## config.mk

```make
export PLATFORM = sky130hd
export DESIGN_NAME = tdc_test_chip
export DESIGN_NICKNAME = d
export VERILOG_FILES = /design/src/common/chip_pkg.sv /design/src/common/tdc_pkg.sv /design/src/common/strobe_if.sv /design/src/tdc/pulse_launcher.sv /design/src/tdc/tdc_capture.sv /design/src/verilog/ring_osc_counter.sv /design/src/verilog/tdc_test_chip.sv
export SDC_FILE = /design/constraint.sdc
export NUM_CORES = 1
export LEC_CHECK = 0
export BUFFER_PORTS_ARGS = -buffer_cell sky130_fd_sc_hd__buf_2
export CORE_UTILIZATION = 55
export DETAILED_ROUTE_END_ITERATION = 10
export GPL_TIMING_DRIVEN = 0
export PLACE_DENSITY = 0.82
export SYNTH_ARGS = -nofsm -noshare
export SYNTH_HDL_FRONTEND = slang
export SYNTH_SLANG_ARGS = --single-unit
```

## constraint.sdc

```tcl
create_clock -name clk -period 4.2 [get_ports clk]
set_input_delay 0.63 -clock clk [delete_from_list [all_inputs] [get_ports clk]]
set_output_delay 0.63 -clock clk [all_outputs]
set_load 0.1 [all_outputs]
```

## src/common/chip_pkg.sv

```systemverilog
package chip_pkg;

    // Output select on uio_in[1:0], one code per measurement block
    localparam int SEL_W = 2;
    localparam logic [SEL_W-1:0] SEL_SENSOR = 2'd0;  // Pulse launcher status
    localparam logic [SEL_W-1:0] SEL_TDC    = 2'd1;  // TDC result byte
    localparam logic [SEL_W-1:0] SEL_RO1    = 2'd2;  // Short ring count
    localparam logic [SEL_W-1:0] SEL_RO2    = 2'd3;  // Long ring count

    // Johnson ring lengths, last stage rises every 2N cycles
    localparam int RO1_STAGES = 5;
    localparam int RO2_STAGES = 7;

    // Frequency counter windows in clk cycles
    localparam int GATE_SHORT = 64;
    localparam int GATE_LONG  = 128;

    // Dedicated input pins
    localparam int UI_TDC_MODE  = 0;  // 0 raw taps, 1 encoded count
    localparam int UI_RO1_EN    = 1;  // Ring 1 enable
    localparam int UI_RO1_GATE  = 2;  // Ring 1 long window
    localparam int UI_RO2_EN    = 3;  // Ring 2 enable
    localparam int UI_RO2_GATE  = 4;  // Ring 2 long window
    localparam int UI_DELAY_LSB = 5;  // Delay code field
    localparam int UI_DELAY_MSB = 7;

    // Bidirectional pins, used as inputs only
    localparam int UIO_SEL_LSB = 0;  // Output select field
    localparam int UIO_SEL_MSB = 1;
    localparam int UIO_REQ     = 2;  // Measurement request, edge triggered

endpackage

```

## src/common/tdc_pkg.sv

```systemverilog
package tdc_pkg;

    // Delay line stand-in, one register per tap
    localparam int DELAY_TAPS   = 8;
    localparam int DELAY_CODE_W = 3;  // Capture delay D, capture after D+1 cycles

    // Tap count needs to hold 0 to DELAY_TAPS
    localparam int TAP_CNT_W = 4;

    // One result byte, read either as raw taps or as an encoded count
    typedef union packed {
        logic [DELAY_TAPS-1:0] raw;       // Thermometer, tap 0 in bit 0
        struct packed {
            logic                 valid;  // Count agrees with launched delay
            logic [2:0]           zero;   // Always zero
            logic [TAP_CNT_W-1:0] count;  // Leading ones from tap 0
        } enc;
    } tdc_result_t;

endpackage

```

## src/common/strobe_if.sv

```systemverilog
interface strobe_if;
    import tdc_pkg::*;

    logic                    launch;      // Start edge, held for the whole measurement
    logic                    capture;     // Single cycle freeze strobe
    logic [DELAY_CODE_W-1:0] delay_code;  // Code latched at the request edge
    logic                    busy;        // Measurement in flight

    // Launcher owns every signal, the TDC only watches
    modport launcher (
        output launch,
        output capture,
        output delay_code,
        output busy
    );

    modport tdc (
        input launch,
        input capture,
        input delay_code,
        input busy
    );

endinterface

```

## src/tdc/pulse_launcher.sv

```systemverilog
module pulse_launcher (
    input  logic                             clk,
    input  logic                             reset_i,
    input  logic                             request_i,
    input  logic [tdc_pkg::DELAY_CODE_W-1:0] delay_code_i,
    strobe_if.launcher                       strobe,
    output logic [7:0]                       status_o
);
    import tdc_pkg::*;

    logic                    request_q;  // Request pin one cycle back
    logic                    start;      // Rising request while idle
    logic [DELAY_CODE_W-1:0] wait_cnt;   // Cycles since launch rose

    // Requests during a measurement are dropped
    assign start = request_i && !request_q && !strobe.busy;

    always_ff @(posedge clk) begin
        if (reset_i) begin
            request_q         <= 1'b0;
            wait_cnt          <= '0;
            strobe.launch     <= 1'b0;
            strobe.capture    <= 1'b0;
            strobe.busy       <= 1'b0;
            strobe.delay_code <= '0;
        end else begin
            request_q <= request_i;
            if (start) begin
                strobe.launch     <= 1'b1;  // Launch and busy rise together
                strobe.busy       <= 1'b1;
                strobe.delay_code <= delay_code_i;
                wait_cnt          <= '0;
            end else if (strobe.capture) begin
                // Capture edge ends the measurement
                strobe.capture <= 1'b0;
                strobe.launch  <= 1'b0;
                strobe.busy    <= 1'b0;
            end else if (strobe.busy) begin
                wait_cnt <= wait_cnt + 1'b1;
                // Fires D+1 cycles after launch rose
                if (wait_cnt == strobe.delay_code) begin
                    strobe.capture <= 1'b1;
                end
            end
        end
    end

    // Sensor byte, bits 4:3 unused
    assign status_o = {strobe.delay_code, 2'b00, strobe.busy, strobe.capture, strobe.launch};

endmodule

```

## src/tdc/tdc_capture.sv

```systemverilog
module tdc_capture (
    input  logic       clk,
    input  logic       reset_i,
    input  logic       mode_i,    // 0 raw taps, 1 encoded count
    strobe_if.tdc      strobe,
    output logic [7:0] result_o
);
    import tdc_pkg::*;

    logic [DELAY_TAPS-1:0] taps_q;       // Delay line, tap 0 nearest launch
    logic [TAP_CNT_W-1:0]  tap_count;    // Leading ones of the line
    logic [TAP_CNT_W-1:0]  tap_expect;   // D+1 from the launcher
    logic                  tap_match;
    tdc_result_t           next_result;
    tdc_result_t           result_q;     // Holds until next capture

    // Count ones from tap 0 up to the first zero
    always_comb begin
        logic run;
        run       = 1'b1;
        tap_count = '0;
        for (int i = 0; i < DELAY_TAPS; i++) begin
            if (run && taps_q[i]) begin
                tap_count = tap_count + 1'b1;
            end else begin
                run = 1'b0;
            end
        end
    end

    // Launched delay says how many taps should have filled
    assign tap_expect = TAP_CNT_W'(strobe.delay_code) + TAP_CNT_W'(1);
    assign tap_match  = (tap_count == tap_expect);

    always_comb begin
        next_result = '0;  // Keeps the three zero bits clear
        if (mode_i) begin
            next_result.enc.valid = tap_match;
            next_result.enc.count = tap_count;
        end else begin
            next_result.raw = taps_q;
        end
    end

    always_ff @(posedge clk) begin
        if (reset_i) begin
            taps_q   <= '0;
            result_q <= '0;
        end else if (strobe.capture) begin
            result_q <= next_result;  // Freeze taps as they stand
            taps_q   <= '0;           // Line empties for the next run
        end else if (strobe.busy) begin
            taps_q <= {taps_q[DELAY_TAPS-2:0], strobe.launch};  // One tap per cycle
        end else begin
            taps_q <= '0;
        end
    end

    assign result_o = result_q;

endmodule

```

## src/verilog/ring_osc_counter.sv

```systemverilog
module ring_osc_counter #(
    parameter int RING_STAGES = chip_pkg::RO1_STAGES
) (
    input  logic       clk,
    input  logic       reset_i,
    input  logic       enable_i,     // Low holds ring and counts cleared
    input  logic       gate_long_i,  // Selects the long window
    output logic [7:0] count_o       // Edges in the last full window
);
    import chip_pkg::*;

    logic [RING_STAGES-1:0] ring_q;      // Johnson ring, output is the last stage
    logic [7:0]             win_cnt_q;   // Position inside the window
    logic [7:0]             edge_cnt_q;  // Rising edges so far this window
    logic [7:0]             gate_last;   // Index of the final window cycle
    logic                   window_end;
    logic                   ring_rise;   // Last stage goes high on this shift

    assign gate_last = gate_long_i ? 8'(GATE_LONG - 1) : 8'(GATE_SHORT - 1);

    // Covers a window shortened by a gate change mid-window
    assign window_end = (win_cnt_q >= gate_last);

    // Stage before the output already high, output still low
    assign ring_rise = ring_q[RING_STAGES-2] & ~ring_q[RING_STAGES-1];

    always_ff @(posedge clk) begin
        if (reset_i || !enable_i) begin
            ring_q     <= '0;
            win_cnt_q  <= '0;
            edge_cnt_q <= '0;
            count_o    <= '0;
        end else if (window_end) begin
            count_o    <= edge_cnt_q;  // Latch and start a fresh window
            edge_cnt_q <= '0;
            win_cnt_q  <= '0;
            ring_q     <= '0;          // Ring restarts from all zeros
        end else begin
            ring_q    <= {ring_q[RING_STAGES-2:0], ~ring_q[RING_STAGES-1]};
            win_cnt_q <= win_cnt_q + 1'b1;
            if (ring_rise) begin
                edge_cnt_q <= edge_cnt_q + 1'b1;
            end
        end
    end

endmodule

```

## src/verilog/tdc_test_chip.sv

```systemverilog
module tdc_test_chip (
    input  logic       clk,
    input  logic       reset_i,
    input  logic [7:0] ui_in_i,    // Block controls and delay code
    input  logic [7:0] uio_in_i,   // Output select and request
    output logic [7:0] uo_out_o,   // Selected block byte
    output logic [7:0] uio_out_o,
    output logic [7:0] uio_oe_o    // Bidir pins stay inputs
);
    import chip_pkg::*;
    import tdc_pkg::*;

    logic [SEL_W-1:0]        sel;
    logic                    request;
    logic [DELAY_CODE_W-1:0] delay_code;
    logic [7:0]              sensor_byte;
    logic [7:0]              tdc_byte;
    logic [7:0]              ro1_byte;
    logic [7:0]              ro2_byte;

    // Pin decode
    assign sel        = uio_in_i[UIO_SEL_MSB:UIO_SEL_LSB];
    assign request    = uio_in_i[UIO_REQ];
    assign delay_code = ui_in_i[UI_DELAY_MSB:UI_DELAY_LSB];

    strobe_if strobe ();

    pulse_launcher u_launcher (
        .clk          (clk),
        .reset_i      (reset_i),
        .request_i    (request),
        .delay_code_i (delay_code),
        .strobe       (strobe.launcher),
        .status_o     (sensor_byte)
    );

    // Same clk as the launcher, the delay line is a register chain
    tdc_capture u_tdc (
        .clk      (clk),
        .reset_i  (reset_i),
        .mode_i   (ui_in_i[UI_TDC_MODE]),
        .strobe   (strobe.tdc),
        .result_o (tdc_byte)
    );

    ring_osc_counter #(.RING_STAGES(RO1_STAGES)) u_ro1 (
        .clk         (clk),
        .reset_i     (reset_i),
        .enable_i    (ui_in_i[UI_RO1_EN]),
        .gate_long_i (ui_in_i[UI_RO1_GATE]),
        .count_o     (ro1_byte)
    );

    ring_osc_counter #(.RING_STAGES(RO2_STAGES)) u_ro2 (
        .clk         (clk),
        .reset_i     (reset_i),
        .enable_i    (ui_in_i[UI_RO2_EN]),
        .gate_long_i (ui_in_i[UI_RO2_GATE]),
        .count_o     (ro2_byte)
    );

    // Shared output bus
    always_comb begin
        case (sel)
            SEL_SENSOR: uo_out_o = sensor_byte;
            SEL_TDC:    uo_out_o = tdc_byte;
            SEL_RO1:    uo_out_o = ro1_byte;
            default:    uo_out_o = ro2_byte;  // SEL_RO2
        endcase
    end

    assign uio_out_o = 8'h00;
    assign uio_oe_o  = 8'h00;

endmodule

```

==> results.txt, run 1 <==
----------------------------------------------------
[Logic synthesis]
  Top post-synthesis cells by area ... sky130_fd_sc_hd__dfxtp_1 44%, sky130_fd_sc_hd__nor2_1 6.9%, sky130_fd_sc_hd__mux2i_1 6.2%, sky130_fd_sc_hd__xor2_1 4.1%, sky130_fd_sc_hd__ha_1 3.9%
  Number of distinct standard cells referenced by the synthesized netlist ... 50
  Largest family of logic cells by synthesized area ... simple AND/OR/NAND/NOR gates
  Post-synthesis xor/xnor area fraction ... 0.0770
  Most instantiated library cell after synthesis ... sky130_fd_sc_hd__dfxtp_1
  Most used flip-flop cell after synthesis ... sky130_fd_sc_hd__dfxtp_1
  Dominant cell type by area after synthesis ... sky130_fd_sc_hd__dfxtp_1
  #FFs+latches synth ... 85
  List of most frequent post-synthesis cells ... 85 x sky130_fd_sc_hd__dfxtp_1, 71 x sky130_fd_sc_hd__nor2_1, 24 x sky130_fd_sc_hd__mux2i_1, 20 x sky130_fd_sc_hd__and2_1, 18 x sky130_fd_sc_hd__xor2_1
  Multiplexer fraction of the synthesized cell area ... 0.107
  Simple-gate share of the synthesized area ... 0.208
  Gate Count Post-Synth ... about 400
  Combined area of all synthesized cells ... 3860 um^2
  Yosys warnings ... 0
  Count of flip-flops with a built-in enable after synthesis ... 0
  Area share of the largest cell type after synthesis ... 0.440
  Proportion of register bits with asynchronous set or reset after synthesis ... 0
  Fraction of the yosys area taken by sequential cells ... 0.440
  Avg Inst Size Synth ... 9.64 um^2
  Synthesized-area fraction occupied by ao, oa, aoi and oai cells ... 0.0693
  Adder-Cell Fraction of Synth Area ... 0.0388

[GRT]
  Number of antenna violations at the first check in global routing ... 0
  Combined global-route utilization of all metal layers ... 0.211
  Largest net degree at the start of global routing ... 14
  First-pass GRT wire length ... roughly 12,000 um
  Total congestion overflow after global routing ... 0
  Vias in the first global route ... 2,689

[Timing]
  Final setup violation count ... 0
  Worst-Margin Slew ... 0.566 ns
  Unrepaired setup endpoints after global routing ... no
  Final period utilization ... 0.925
  Rel. slew slack ... 0.623
  Max-slew violation total from the final report ... 0
  Final-layout worst hold slack ... 0.420 ns
  Highest clock rate ... 0.257 GHz
  Fin Setup TNS ... 0 ns
  Final worst clock skew ... 0.00771 ns
  Fin. Hold Viols ... 0
  Final period demand of the worst path ... 3.89 ns
  Post-layout worst setup margin ... 0.314 ns

[Worst setup path]
  Highest fanout seen on the critical path ... 6
  Cell with the most instances on the worst path ... sky130_fd_sc_hd__ha_1
  Worst endpoint data arrival time ... 4.14 ns
  Worst EP required ... 4.46 ns
  Slowest cell on the critical path ... sky130_fd_sc_hd__a2111oi_1
  Endpoint kind of the worst setup timing path ... flop
  Cell family with most CP delay ... compound AO/OA/AOI/OAI gates
  Number of buffers and inverters on the critical path ... 0
  Worst path max stage delay ... 0.52 ns
  Cell breakdown of the critical path ... or2b_1 > and2_2 > ha_1 > nand2_1 > a31oi_4 > ha_1 > nor2b_1 > o31ai_1 > ha_1 > mux2i_1 > a2111oi_1 > a21oi_2 > xnor2_1 > a2111o_1 > o32ai_2
  Critical Setup Path Class ... flop to flop
  Startpoint type of the worst setup path ... flop

[Die]
  Number of cell rows ... 30
  Placeable core region ... 6790 um^2
  Starting density of the core ... 0.569
  IO Count ... 42
  Die X ... between 80 and 90 um
  Area enclosed by the die boundary ... 7370 um^2
  Die H ... 85.8 um

[CTS]
  Number of cells upsized or downsized after cts ... 0
  Clock H-tree levels ... 3
  Total number of clock tree sinks ... 85
  Post-CTS setup buffers ... 0
  CTS Hold Buffers Added ... 0
  TritonCTS clock tree ... built
  Total CTS buffers ... 9
  Source-to-sink clock delay at the later pin of the worst-skew pair ... 0.34 ns
  Maximum buffer depth of the clock tree ... 2
  Clock root buffer ... sky130_fd_sc_hd__clkbuf_8
  Reg clk slew, reported paths ... 0.08 ns

[Final layout]
  Layout fillers ... between 500 and 600
  Area added between synthesis and finish ... 13.1%
  Layout cells sized above 1 ... 0.168
  Antenna diode count ... 0
  Final Net Count ... 474

[Route]
  Count of unresolved DRC violations after routing ... 0
  DRT Wirelength ... 7040 um
  Via-to-Cell Ratio ... between 5 and 6
  Routed length per instance ... approximately 13 um
  DR pass1 iterations ... 4
  Routed via count ... 2,779
  Number of nets with antenna violations after detailed routing ... 0
  Initial drt markers ... 120

[Power]
  Worst IR drop on VDD ... 0.299 mV
  Leakage power summed over all cells ... 1.74 nW
  Power density over cell area ... 385 nW/um^2
  Final Total Pwr ... between 1.5 and 2 mW

[Run]
  Max-cap violations ... 0

[Worst hold path]
  Worst hold-check path type ... flop to flop

[Place]
  Final weighted congestion in routability-driven placement ... 0.869
  DP HPWL ... between 5000 and 6000 um
  Port Buffer Count ... 17
  Minimum setup slack after placement ... around 0.22 ns

[Outcome]
  Run status ... finished, final reports clean

----------------------------------------------------
registers in the layout (all words and copies together), names as in the netlist:
| name | flops |
|---|---|
| u_ro2.edge_cnt_q | 8 |
| u_tdc.taps_q | 8 |
| u_ro2.count_o | 8 |
| u_ro1.edge_cnt_q | 8 |
| u_ro2.ring_q | 7 |
| u_ro1.count_o | 8 |
| u_ro1.win_cnt_q | 8 |
| u_ro2.win_cnt_q | 8 |
| u_launcher.strobe.delay_code | 3 |
| u_launcher.strobe.launch | 1 |
| u_launcher.wait_cnt | 3 |
| u_launcher.request_q | 1 |
| u_launcher.strobe.capture | 1 |
| u_tdc.result_o | 8 |
| u_ro1.ring_q | 5 |
layout make-up:
type / count / area, um^2 / area share
timing repair buffer: 17 / 85.1 / 0.0195
multi-input combinational: 293 / 2000 / 0.459
clock buffer: 10 / 138 / 0.0315
inverter: 5 / 18.8 / 0.00429
clock inverter: 4 / 97.6 / 0.0223
tap: 96 / 120 / 0.0275
sequential: 85 / 1700 / 0.389
buffer: 33 / 206 / 0.0472
cell usage in the layout, fill, tap and decap left out, types with 6 or more instances in the layout:
cell / instances
sky130_fd_sc_hd__nand3_1: 16
sky130_fd_sc_hd__nor2_1: 71
sky130_fd_sc_hd__mux4_2: 6
sky130_fd_sc_hd__ha_1: 12
sky130_fd_sc_hd__a21oi_1: 10
sky130_fd_sc_hd__nand2_1: 16
sky130_fd_sc_hd__xnor2_1: 16
sky130_fd_sc_hd__clkbuf_8: 10
sky130_fd_sc_hd__dfxtp_1: 85
sky130_fd_sc_hd__xor2_1: 18
sky130_fd_sc_hd__and2_1: 20
sky130_fd_sc_hd__mux2i_1: 24
sky130_fd_sc_hd__clkbuf_1: 11
sky130_fd_sc_hd__buf_4: 17
sky130_fd_sc_hd__conb_1: 16
sky130_fd_sc_hd__buf_2: 20
sky130_fd_sc_hd__nor2b_1: 11
per-layer routing:
| layer | GRT usage | vias to the layer above | share of wire |
|---|---|---|---|
| met3 | 0.0481 | 9 | 0.042 |
| met2 | 0.349 | 59 | 0.46 |
| met1 | 0.273 | 1305 | 0.48 |
| met5 | 0 | - | 0 |
| li1 | - | 1406 | - |
| met4 | 0.0742 | 0 | 0.013 |
report_power, final:
part / total [mW] / internal (mW) / switching [mW]
combinational: 0.176 / 0.0497 / 0.126
sequential: 0.832 / 0.818 / 0.0138
clock: 0.674 / 0.405 / 0.270
total: 1.68 / 1.27 / 0.409
through the flow:
step | utilization | std cells | area, um^2
floorplan | - | 416 | 3920
global placement | 0.607 | 529 | 4130
detailed placement | 0.607 | 529 | 4130
CTS | 0.642 | 543 | 4360
global route | 0.643 | 543 | 4370
finish | 0.643 | 543 | 4370
kinds of logic after synthesis:
group           Yosys count
fa+ha+maj                12
xor+xnor                 34
flops                    85
other cells               1
simple gates            162
buf+inv                  38
compound gates           36
mux                      33
path summary, 6_finish.rpt:
path                         from                end  slack [ns]  depth (start not counted)
setup reg to reg  u_tdc.taps_q[1]  u_tdc.result_o[7]        0.31                         15
hold reg to reg   u_ro1.ring_q[2]    u_ro1.ring_q[3]        0.42                          1
setup / recovery  u_tdc.taps_q[1]  u_tdc.result_o[7]        0.31                         15
hold / removal    u_ro1.ring_q[2]    u_ro1.ring_q[3]        0.42                          1
Note: power is estimated with default switching activity, not from simulation.
==> inputs of run 2 (changes only) <==
--- a/config.mk
+++ b/config.mk
@@ -10,6 +10,7 @@
 export DETAILED_ROUTE_END_ITERATION = 10
 export GPL_TIMING_DRIVEN = 0
 export PLACE_DENSITY = 0.82
+export RECOVER_POWER = 100
 export SYNTH_ARGS = -nofsm -noshare
 export SYNTH_HDL_FRONTEND = slang
 export SYNTH_SLANG_ARGS = --single-unit
==> run 2 against run 1 <==
Compared with the run above:
- clock power is 0.6% lower
- final area fell by 1.1%
- final cell count stayed put
- clock-buffer cell count stayed put
- sequential share of layout area increased by 0.42 points
- critical path depth unchanged
- first-iteration DRC count shrank 1.7%
- via count is essentially flat
- die area did not move
- core utilization decreased by 0.68 points
- critical path type unchanged
- critical endpoint unchanged
- largest power group unchanged
==> results.txt, run 2 (synthesized netlist as in run 1, its figures left out) <==
----------------------------------------------------
[Timing]
  Highest clock rate ... 0.257 GHz
  Fin Setup TNS ... 0 ns
  Rel. slew slack ... 0.218
  Final period demand of the worst path ... 3.89 ns
  Final worst clock skew ... ~0.0070 ns
  Unrepaired setup endpoints after global routing ... no
  Final period utilization ... 0.926
  Max-slew violation total from the final report ... 0
  Fin. Hold Viols ... 0
  Final setup violation count ... 0
  Worst-Margin Slew ... 1.18 ns

[Final layout]
  Antenna diode count ... 0
  Commonest cells after routing, fill and taps aside ... 85 x sky130_fd_sc_hd__dfxtp_1, 71 x sky130_fd_sc_hd__nor2_1, 24 x sky130_fd_sc_hd__clkbuf_1, 24 x sky130_fd_sc_hd__mux2i_1, 18 x sky130_fd_sc_hd__xor2_1
  Area added between synthesis and finish ... 11.9%
  Final Net Count ... 474
  Most common cell after layout, fill and taps aside ... sky130_fd_sc_hd__dfxtp_1
  Layout cells sized above 1 ... 0.132

[Worst setup path]
  Endpoint of the lowest-slack register-to-register path ... u_tdc.result_o[7]
  Worst EP required ... between 4 and 5 ns
  R2R Path Start ... u_tdc.taps_q[1]
  Logic depth of the worst register-to-register path ... 15
  Reg-to-reg setup timing slack ... 0.31 ns
  Worst endpoint data arrival time ... 4.14 ns
  Highest fanout seen on the critical path ... 6
  Startpoint type of the worst setup path ... flop
  Endpoint kind of the worst setup timing path ... flop
  Critical Setup Path Class ... flop to flop

[Power]
  Final Total Pwr ... 1.68 mW
  Power density over cell area ... 387 nW/um^2
  Relative contribution of the clock network to total power ... 0.400
  Gate power share ... 0.104
  Internal power ... 1.27 mW
  P_sw ... 0.405 mW
  Sw Share ... 0.242
  Sequential fraction of design power ... 0.496
  Worst IR drop on VDD ... about 0.3 mV
  Leakage power summed over all cells ... 1.66 nW

[Die]
  Die X ... 85.8 um
  Area enclosed by the die boundary ... approximately 7400 um^2
  Number of cell rows ... 30
  Starting density of the core ... 0.569
  IO Count ... 42
  Die H ... 85.8 um
  Placeable core region ... between 6000 and 7000 um^2

[Route]
  Initial drt markers ... 118
  Number of nets with antenna violations after detailed routing ... 0
  Routed length per instance ... 13.0 um
  DRT Wirelength ... 7080 um
  DR pass1 iterations ... 4
  Via-to-Cell Ratio ... slightly above 5
  Routed via count ... roughly 2.8k
  Count of unresolved DRC violations after routing ... 0

[GRT]
  Combined global-route utilization of all metal layers ... 0.211
  Vias in the first global route ... 2,689
  Total congestion overflow after global routing ... 0
  First-pass GRT wire length ... approximately 12,000 um
  Largest net degree at the start of global routing ... 14
  Number of antenna violations at the first check in global routing ... 0

[Worst hold path]
  Worst hold-check path type ... flop to flop
  Start point of the worst hold path ... u_ro2.ring_q[6]
  Hold Path Stages ... 1
  Endpoint of the worst hold path ... u_ro2.ring_q[0]

[Place]
  Final weighted congestion in routability-driven placement ... approximately 0.87
  DP HPWL ... about 5200 um
  Port Buffer Count ... 17

[CTS]
  TritonCTS clock tree ... built
  Total number of clock tree sinks ... 85
  Clock root buffer ... sky130_fd_sc_hd__clkbuf_8
  Clock H-tree levels ... 3
  Source-to-sink clock delay at the later pin of the worst-skew pair ... 0.34 ns
  Reg clk slew, reported paths ... roughly 0.08 ns
  Post-CTS setup buffers ... 0
  Maximum buffer depth of the clock tree ... 2
  Total CTS buffers ... 9

[Run]
  Max-cap violations ... 0

[Outcome]
  Run status ... finished, final reports clean

----------------------------------------------------
run 2: changes by cell type in the layout (fill, tap and decap cells not counted), sizes merged:
cell and change:
clkbuf +13, buf -13
run 2: critical path, cell delays in order (launching register included):
cell and delay [ns]:
sky130_fd_sc_hd__dfxtp_1 0.42, sky130_fd_sc_hd__or2b_1 0.28, sky130_fd_sc_hd__and2_2 0.20, sky130_fd_sc_hd__ha_1 0.27, sky130_fd_sc_hd__nand2_1 0.08, sky130_fd_sc_hd__a31oi_4 0.31, sky130_fd_sc_hd__ha_1 0.32, sky130_fd_sc_hd__nor2b_1 0.13
sky130_fd_sc_hd__o31ai_1 0.08, sky130_fd_sc_hd__ha_1 0.28, sky130_fd_sc_hd__mux2i_1 0.08, sky130_fd_sc_hd__a2111oi_1 0.52, sky130_fd_sc_hd__a21oi_2 0.09, sky130_fd_sc_hd__xnor2_1 0.15, sky130_fd_sc_hd__a2111o_1 0.35, sky130_fd_sc_hd__o32ai_1 0.22
run 2: through the flow:
step	utilization	hold slack (ns)	setup WS (ns)	instances	cell area, um^2
3_5_place_dp	0.607	0.412	0.216	529	4130
6_report	0.637	0.422	0.312	543	4330
2_1_floorplan	-	0.393	0.627	416	3920
3_3_place_gp	0.607	0.403	0.400	529	4130
4_1_cts	0.642	0.422	0.182	543	4360
5_1_grt	0.637	0.452	0.134	543	4330
run 2: how the worst max path moves through the flow:
stage | from | depth (start not counted) | end
2_1_floorplan | u_tdc.taps_q[1] | 15 | u_tdc.result_o[7]
3_3_place_gp | u_tdc.taps_q[1] | 15 | u_tdc.result_o[7]
3_5_place_dp | u_tdc.taps_q[1] | 15 | u_tdc.result_o[7]
4_1_cts | u_tdc.taps_q[1] | 15 | u_tdc.result_o[7]
5_1_grt | u_tdc.taps_q[1] | 15 | u_tdc.result_o[7]
6_report | u_tdc.taps_q[1] | 15 | u_tdc.result_o[7]
run 2: area by class of cell:
class,instances,area [um^2]
Sequential cell,85,1700
Tap cell,96,120
Timing Repair Buffer,17,73.8
Buffer,33,199
Clock inverter,4,97.6
Clock buffer,10,138
Inverter,5,18.8
Multi-Input combinational cell,293,1980
Fill cell,532,2470
run 2: power groups by stage:
stage,combinational [mW],clock (mW),sequential [mW]
after global routing,0.185,0.718,0.834
after global placement,0.171,0,0.850
after detailed placement,0.174,0,0.851
after CTS,0.175,0.686,0.832
after floorplan,0.153,0,0.846
final,0.174,0.670,0.831
run 2: repair_timing:
| action | in CTS | in global routing |
|---|---|---|
| endpoints found under the setup margin | 0 | 1 |
| hold buffers | 0 | 0 |
| gates resized for setup | 0 | 2 |
run 2: metal layers:
metal,up-vias,global-route usage,wire [um]
li1,1407,-,-
met1,1306,0.273,3410
met2,54,0.349,3280
met3,11,0.0481,275
met4,0,0.0742,112
met5,-,0,0
